File: src/aesPkg.sv
package aesPkg;

	// one column of the state with byte 0 in bits 7:0
	typedef union packed {
		logic [31:0] word;
		logic [3:0][7:0] bytes;
	} aesWord_u;

	typedef aesWord_u [3:0] aesBlock_t;

	typedef logic [3:0] aesRound_t;

	localparam aesRound_t numRounds = 4'd10;

	// word indices taken from byte address bits 6:2
	localparam logic [4:0] regCtrl = 5'd8;
	localparam logic [4:0] regCounter = 5'd9;
	localparam logic [4:0] regKey0 = 5'd10;
	localparam logic [4:0] regPlain0 = 5'd14;
	localparam logic [4:0] regCipher0 = 5'd18;

	localparam int ctrlGoBit = 0;
	localparam int ctrlDoneBit = 31;

	localparam logic [7:0] sBoxTable [256] = '{
		8'h63, 8'h7c, 8'h77, 8'h7b, 8'hf2, 8'h6b, 8'h6f, 8'hc5,
		8'h30, 8'h01, 8'h67, 8'h2b, 8'hfe, 8'hd7, 8'hab, 8'h76,
		8'hca, 8'h82, 8'hc9, 8'h7d, 8'hfa, 8'h59, 8'h47, 8'hf0,
		8'had, 8'hd4, 8'ha2, 8'haf, 8'h9c, 8'ha4, 8'h72, 8'hc0,
		8'hb7, 8'hfd, 8'h93, 8'h26, 8'h36, 8'h3f, 8'hf7, 8'hcc,
		8'h34, 8'ha5, 8'he5, 8'hf1, 8'h71, 8'hd8, 8'h31, 8'h15,
		8'h04, 8'hc7, 8'h23, 8'hc3, 8'h18, 8'h96, 8'h05, 8'h9a,
		8'h07, 8'h12, 8'h80, 8'he2, 8'heb, 8'h27, 8'hb2, 8'h75,
		8'h09, 8'h83, 8'h2c, 8'h1a, 8'h1b, 8'h6e, 8'h5a, 8'ha0,
		8'h52, 8'h3b, 8'hd6, 8'hb3, 8'h29, 8'he3, 8'h2f, 8'h84,
		8'h53, 8'hd1, 8'h00, 8'hed, 8'h20, 8'hfc, 8'hb1, 8'h5b,
		8'h6a, 8'hcb, 8'hbe, 8'h39, 8'h4a, 8'h4c, 8'h58, 8'hcf,
		8'hd0, 8'hef, 8'haa, 8'hfb, 8'h43, 8'h4d, 8'h33, 8'h85,
		8'h45, 8'hf9, 8'h02, 8'h7f, 8'h50, 8'h3c, 8'h9f, 8'ha8,
		8'h51, 8'ha3, 8'h40, 8'h8f, 8'h92, 8'h9d, 8'h38, 8'hf5,
		8'hbc, 8'hb6, 8'hda, 8'h21, 8'h10, 8'hff, 8'hf3, 8'hd2,
		8'hcd, 8'h0c, 8'h13, 8'hec, 8'h5f, 8'h97, 8'h44, 8'h17,
		8'hc4, 8'ha7, 8'h7e, 8'h3d, 8'h64, 8'h5d, 8'h19, 8'h73,
		8'h60, 8'h81, 8'h4f, 8'hdc, 8'h22, 8'h2a, 8'h90, 8'h88,
		8'h46, 8'hee, 8'hb8, 8'h14, 8'hde, 8'h5e, 8'h0b, 8'hdb,
		8'he0, 8'h32, 8'h3a, 8'h0a, 8'h49, 8'h06, 8'h24, 8'h5c,
		8'hc2, 8'hd3, 8'hac, 8'h62, 8'h91, 8'h95, 8'he4, 8'h79,
		8'he7, 8'hc8, 8'h37, 8'h6d, 8'h8d, 8'hd5, 8'h4e, 8'ha9,
		8'h6c, 8'h56, 8'hf4, 8'hea, 8'h65, 8'h7a, 8'hae, 8'h08,
		8'hba, 8'h78, 8'h25, 8'h2e, 8'h1c, 8'ha6, 8'hb4, 8'hc6,
		8'he8, 8'hdd, 8'h74, 8'h1f, 8'h4b, 8'hbd, 8'h8b, 8'h8a,
		8'h70, 8'h3e, 8'hb5, 8'h66, 8'h48, 8'h03, 8'hf6, 8'h0e,
		8'h61, 8'h35, 8'h57, 8'hb9, 8'h86, 8'hc1, 8'h1d, 8'h9e,
		8'he1, 8'hf8, 8'h98, 8'h11, 8'h69, 8'hd9, 8'h8e, 8'h94,
		8'h9b, 8'h1e, 8'h87, 8'he9, 8'hce, 8'h55, 8'h28, 8'hdf,
		8'h8c, 8'ha1, 8'h89, 8'h0d, 8'hbf, 8'he6, 8'h42, 8'h68,
		8'h41, 8'h99, 8'h2d, 8'h0f, 8'hb0, 8'h54, 8'hbb, 8'h16
	};

	function automatic logic [7:0] sBox(input logic [7:0] b);
		return sBoxTable[b];
	endfunction

	// multiply by x in GF(2^8) modulo 0x11b
	function automatic logic [7:0] xtime(input logic [7:0] b);
		return {b[6:0], 1'b0} ^ (b[7] ? 8'h1b : 8'h00);
	endfunction

	function automatic logic [31:0] subWord(input logic [31:0] w);
		aesWord_u src;
		aesWord_u dst;
		src.word = w;
		for (int i = 0; i < 4; i++) begin
			dst.bytes[i] = sBox(src.bytes[i]);
		end
		return dst.word;
	endfunction

	// byte 1 moves down to byte 0 and byte 0 wraps to byte 3
	function automatic logic [31:0] rotWord(input logic [31:0] w);
		return {w[7:0], w[31:8]};
	endfunction

endpackage
File: src/aesAxiRegs.sv
module aesAxiRegs import aesPkg::*; #(
	parameter int addrWidth = 8
) (
	input logic clk,
	input logic rst_n,
	input logic [addrWidth-1:0] awaddr,
	input logic awvalid,
	output logic awready,
	input logic [31:0] wdata,
	input logic [3:0] wstrb,
	input logic wvalid,
	output logic wready,
	output logic [1:0] bresp,
	output logic bvalid,
	input logic bready,
	input logic [addrWidth-1:0] araddr,
	input logic arvalid,
	output logic arready,
	output logic [31:0] rdata,
	output logic [1:0] rresp,
	output logic rvalid,
	input logic rready,
	input logic busy,
	input logic done,
	input aesBlock_t ciphertext,
	input logic [15:0] cycleCount,
	output logic start,
	output aesBlock_t key,
	output aesBlock_t plaintext
);

	logic wrAccept;
	logic rdAccept;
	logic [4:0] wrIdx;
	logic [4:0] rdIdx;
	logic [4:0] wrKeyOff;
	logic [4:0] wrPlainOff;
	logic [4:0] rdKeyOff;
	logic [4:0] rdPlainOff;
	logic [4:0] rdCipherOff;
	logic [31:0] readWord;

	assign wrAccept = awready && wready && awvalid && wvalid;
	assign rdAccept = arready && arvalid;

	assign wrIdx = awaddr[6:2];
	assign rdIdx = araddr[6:2];
	assign wrKeyOff = wrIdx - regKey0;
	assign wrPlainOff = wrIdx - regPlain0;
	assign rdKeyOff = rdIdx - regKey0;
	assign rdPlainOff = rdIdx - regPlain0;
	assign rdCipherOff = rdIdx - regCipher0;

	assign bresp = 2'b00;
	assign rresp = 2'b00;

	// go only takes effect when the core is idle
	assign start = wrAccept && wrIdx == regCtrl && wdata[ctrlGoBit] && !busy;

	// write channel accepts AW and W together
	always_ff @(posedge clk or negedge rst_n) begin
		if (!rst_n) begin
			awready <= 1'b0;
			wready <= 1'b0;
			bvalid <= 1'b0;
		end else begin
			awready <= awvalid && wvalid && !awready && !bvalid;
			wready <= awvalid && wvalid && !awready && !bvalid;
			if (wrAccept) begin
				bvalid <= 1'b1;
			end else if (bvalid && bready) begin
				bvalid <= 1'b0;
			end
		end
	end

	// key and plaintext frozen while a block is in flight
	always_ff @(posedge clk or negedge rst_n) begin
		if (!rst_n) begin
			key <= '0;
			plaintext <= '0;
		end else if (wrAccept && !busy) begin
			if (wrIdx inside {[regKey0:regKey0 + 5'd3]}) begin
				key[wrKeyOff[1:0]].word <= wdata;
			end
			if (wrIdx inside {[regPlain0:regPlain0 + 5'd3]}) begin
				plaintext[wrPlainOff[1:0]].word <= wdata;
			end
		end
	end

	// go reads back as 0
	always_comb begin
		readWord = 32'd0;
		if (rdIdx == regCtrl) begin
			readWord[ctrlDoneBit] = done;
		end else if (rdIdx == regCounter) begin
			readWord = {16'd0, cycleCount};
		end else if (rdIdx inside {[regKey0:regKey0 + 5'd3]}) begin
			readWord = key[rdKeyOff[1:0]].word;
		end else if (rdIdx inside {[regPlain0:regPlain0 + 5'd3]}) begin
			readWord = plaintext[rdPlainOff[1:0]].word;
		end else if (rdIdx inside {[regCipher0:regCipher0 + 5'd3]}) begin
			readWord = ciphertext[rdCipherOff[1:0]].word;
		end
	end

	always_ff @(posedge clk or negedge rst_n) begin
		if (!rst_n) begin
			arready <= 1'b0;
			rvalid <= 1'b0;
			rdata <= 32'd0;
		end else begin
			arready <= arvalid && !rvalid && !arready;
			if (rdAccept) begin
				rvalid <= 1'b1;
				rdata <= readWord;
			end else if (rvalid && rready) begin
				rvalid <= 1'b0;
			end
		end
	end

	bvalidAfterAccept: assert property (
		@(posedge clk) disable iff (!rst_n)
		$rose(bvalid) |-> $past(wrAccept)
	);

	// full-word writes only
	fullWordWrite: assert property (
		@(posedge clk) disable iff (!rst_n)
		wrAccept |-> wstrb == 4'hf
	);

endmodule

File: config.mk
export PLATFORM = sky130hd
export DESIGN_NAME = aesAxiRegs
export DESIGN_NICKNAME = d
export VERILOG_FILES = /design/src/aesPkg.sv /design/src/aesAxiRegs.sv
export SDC_FILE = /design/constraint.sdc
export NUM_CORES = 1
export LEC_CHECK = 0
export ABC_AREA = 1
export BUFFER_PORTS_ARGS = -buffer_cell sky130_fd_sc_hd__buf_2
export CORE_AREA = 2 2 196 198
export CTS_CLUSTER_DIAMETER = 200
export CTS_CLUSTER_SIZE = 28
export DETAILED_ROUTE_END_ITERATION = 10
export DIE_AREA = 0 0 198 200
export PLACE_DENSITY = 0.66
export SYNTH_ARGS = -nofsm -noshare
export SYNTH_HDL_FRONTEND = slang
export SYNTH_SLANG_ARGS = --single-unit
File: constraint.sdc
create_clock -name clk -period 2.1 [get_ports clk]
set_clock_uncertainty 0.1 [all_clocks]
set_input_delay 0.21 -clock clk [delete_from_list [all_inputs] [get_ports clk]]
set_output_delay 0.21 -clock clk [all_outputs]
set_load 0.01 [all_outputs]
# After elaboration in Yosys (flattened, before gate mapping)
# Index checks and enable logic that the tools add are counted.
[totals] word_cells=90 inputBits=205 ff_bits=292 out_inout_bits=298
[classes] n_addsub=5 n_lt_le_gt_ge=17 n_reduce_logical=30 mux=22 eq_ne=3
[ops] op="$mux W32" n=9
[ops] op="$bwmux W128" n=2
[ops] op="$bmux W32 S2" n=3
[ops] op="$demux W32 S2" n=2
[ops] op="$mux W31" n=1
[ops] op="$logic_and A1 B1 Y1" n=21
[ops] op="$ge A5 B4 Y1 const B" n=4
[ops] op="$eq A5 B4 Y1 const B" n=3
[ops] op="$le A5 B5 Y1 const B" n=3
[ops] op="$lt A2 B3 Y1 const B" n=5
[ops] op="$le A5 B4 Y1 const B" n=2
[ops] op="$sub A2 B2 Y2 const B" n=5
[ops] op="$ge A5 B5 Y1 const B" n=1
[ops] op="$logic_not A1 Y1" n=5
[ops] op="$mux W1" n=5
[ops] op="$ge A2 B1 Y1 const B" n=2
[ops] op="$reduce_and A2 Y1" n=2
[ops] op="$reduce_bool A2 Y1" n=2

# Logic depth before layout (Yosys ltp)
[logic_depth] depth_word=8 depth_mapped=13 depth_no_buf=11

# Worst setup path after synthesis
# No wires, ideal clock.
[synth_path] kind="reg2reg" start="register wready" end="register key[26] (netlist name)" path_slack_ps=379 period_less_slack_ps=1721 t_arrival_ps=1498 stages_incl_launch_ff=9 setup_ps=123 required_time_ps=1877 path_buffers=1 cell_sequence="dfrtp_1 inv_2 nor2_4 nand2_2 nor3_4 nand2_4 buf_6 nand2_1 o21ai_2"
[synth_between] elab_chain_cells=4
[synth_lines] item="from (decl)" line="aesAxiRegs.sv:12" source="output logic wready,"
[synth_lines] item="from (signal assigned)" line="aesAxiRegs.sv:68" source="wready <= awvalid && wvalid && !awready && !bvalid;"
[synth_lines] item="$logic_and A1 B1 Y1 (2 in series)" line="aesAxiRegs.sv:43" source="assign wrAccept = awready && wready && awvalid && wvalid;"
[synth_lines] item="$logic_and A1 B1 Y1" line="aesAxiRegs.sv:82" source="end else if (wrAccept && !busy) begin"
[synth_lines] item="$reduce_and A2 Y1 (no source line)"
[synth_lines] item="to (decl)" line="aesAxiRegs.sv:28" source="output aesBlock_t key,"
# No other way between the ends.
# A chain may end at the register's enable or synchronous reset.

# Worst setup path in the final report
[layout_path] start="register wready" end="register key[62] (netlist name)"
# Same word-level chain as after synthesis.

==> flow_summary.yaml <==
synthesis:
  syn_area_um2: 14870
  syn_avg_cell_area_um2: 7.566
  synth_top_cell_by_area: "dfrtp_1"
  ys_seq_area_share_pct: 49.13
  synth_warnings: 0
  synthArstFlopShare_pct: 100.0
  synth_area_leaders: "dfrtp_1 (49%), nand2_1 (20%), o21ai_1 (8.5%), nand3_1 (4.4%), buf_6 (3.0%)"
  ys_ff_latch: 292
  syn_inst: 1966
  synth_top_area_share_pct: 49.13
  yosysMostFrequentCell: "nand2_1"
  yosys.cell_types.count: 28
  synth_edf_count: 0
  ys.flop_type: "dfrtp_1"
  netlist_top_cells_count: "nand2_1 (786), dfrtp_1 (292), o21ai_1 (253), nand3_1 (131)"
global_routing:
  use_met2_pct: 44.48
  grt_max_degree: 65
  grt_pass1_vias: 13964
  busiest_layer: "met2"
  met3_usage_pct: 4.234
  antenna_found_initial: 0
  grt_pass1_wl_mm: 84.32
  met1_usage_pct: 38.75
  gr-total-overflow: 0
  track_usage_pct: 28.08
floorplan:
  rows: 71
  io_pins: 503
  coreArea_um2: 37400
  die_w_um: 198
  die_h_um: 200
  die_area_um2: 39600
  initial_utilization_pct: 39.77
run:
  drv_cap: 0
sta:
  timing.fmax_mhz: 533.2
  period_needed_ns: 1.876
  slew_violations: 0
  tightest_slew_ns: 0.8665
  hold_violations: 0
  relSlewSlack_pct: 42.10
  setup_viol: 0
  rsz0062_at_grt: "no"
  setup_tns_ns: 0
  fin_crit_sh_pct: 89.32
layout:
  num_antenna_cells: 0
  drive_above_1_share_pct: 25.19
  syn2layout_area_growth_pct: 25.28
  multiInputGateArea_um2: 6315
  seq_area_um2: 7307
  final_util_pct: 49.82
  final_nets: 2646
  nFillCells: 3735
routing:
  drtAntennaViolNets: 0
  drc_errors: 0
  wire_per_inst_um: 19.48
  vias_per_cell: 5.132
  drt-pass1-iter-count: 7
  routed_wl_mm: 57.51
  vias: 15150
  drt_iter0_markers: 1035
worst_hold_path:
  hp-class: "input pin to flop"
critical_path:
  critical_path_arrival_ns: 2.16
  cp-start-kind: "flop"
  end_kind: "flop"
  critPathKind: "flop to flop"
  critPathMaxFanout: 64
  critical_path_required_ns: 2.38
clocking:
  cts_made_buffers: 14
  clk_latency_ns: 0.51
  cts_hold_buf: 46
  clock_path_buffers: 3
  cts-htree-levels: 1
  postCtsSetupRepairBufs: 0
  cts_sinks: 292
  cts_root_buffer: "clkbuf_16"
  cts_tree: "done"
  ctsResizeCount: 0
  clkTransAtPathRegs_ns: 0.12
place:
  io_buffers: 488
  place_congestion: 0.9401
  hpwl_mm: 41.74
power:
  power.density_nw_per_um2: 644.2
  peakVddDrop_mv: 0.4785
  leakagePower_nw: 10.34
status:
  status: "finished clean"
-- final timing paths --
path	startpoint	end	slack (ns)	cells after the start
setup / recovery	wready$_DFF_PN0_	key[62]$_DFFE_PN0P_	0.22	8
hold / removal	wdata[18]	key[114]$_DFFE_PN0P_	0.03	3
setup reg to reg	wready$_DFF_PN0_	key[62]$_DFFE_PN0P_	0.22	8
hold reg to reg	bvalid$_DFFE_PN0P_	wready$_DFF_PN0_	0.32	1
max in group asynchronous	rst_n	plaintext[49]$_DFFE_PN0P_	1.04	3
min in group asynchronous	rst_n	wready$_DFF_PN0_	0.13	2
-- layout by cell type (no fill, tap or decap), drive strengths merged --
cell / instances
or2: 15
dfrtp: 292
nor3: 3
nand3: 131
clkbuf: 15
dlygate4sd3: 46
nor2: 110
clkinv: 2
nand4: 2
nand2: 797
o21ai: 309
o22ai: 15
a21oi: 30
inv: 115
buf: 538
o211ai: 17
conb: 4
-- cell type report --
class	instances	share of cell area, %
Clock buffer	15	2.014
Clock inverter	1	0.08729
Inverter	116	2.350
Multi-Input combinational cell	1433	33.89
Sequential cell	292	39.21
Tap cell	511	3.431
Timing Repair Buffer	584	19.02
-- layer usage --
layer  part of all wire (%)  wire length [um]
met1                     42             24220
met5                      0                 0
met4                    4.5              2569
met3                    8.5              4891
met2                     45             25820
-- state kept, by name (all words and copies together), names as in the netlist --
| register | count |
|---|---|
| wready | 1 |
| plaintext | 128 |
| rdata | 32 |
| key | 128 |
| arready | 1 |
| bvalid | 1 |
| rvalid | 1 |
-- logic make-up after synthesis --
family                 after synthesis  share of synthesized area [%]
AND/OR/NAND/NOR                   1058                          28.74
AO/OA/AOI/OAI                      371                          13.48
flip-flops                         292                          49.13
buffers and inverters              244                          8.631
other                                1                        0.02521
-- worst max-delay path: stages (launching register included) --
cell and delay (ns):
dfrtp_1 0.42, inv_2 0.07, nor2_4 0.10, nand2_2 0.10, nor3_4 0.44, nand2_4 0.08
buf_12 0.23, nand2_1 0.11, o21ai_1 0.06
-- per-stage QoR --
stage	area [um^2]	hold WS [ns]	setup WS, ns	power [mW]	cells
floorplan	14890	-0.1856	0.3792	7.570	1969
global placement	17780	0.1074	0.1322	8.834	2890
detailed placement	17780	0.1094	0.1058	8.879	2890
CTS	18630	0.0002185	0.2495	12.10	2952
global route	18630	0.02207	0.1123	12.56	2952
finish	18630	0.02795	0.2244	12.01	2952
-- power by group --
| part | switching, mW | internal [mW] | leakage, nW |
|---|---|---|---|
| combinational | 1.57 | 0.959 | 6.14 |
| clock | 1.85 | 1.31 | 0.192 |
| sequential | 0.302 | 6.01 | 4.01 |
No activity file was read; power rests on OpenSTA's default activity.
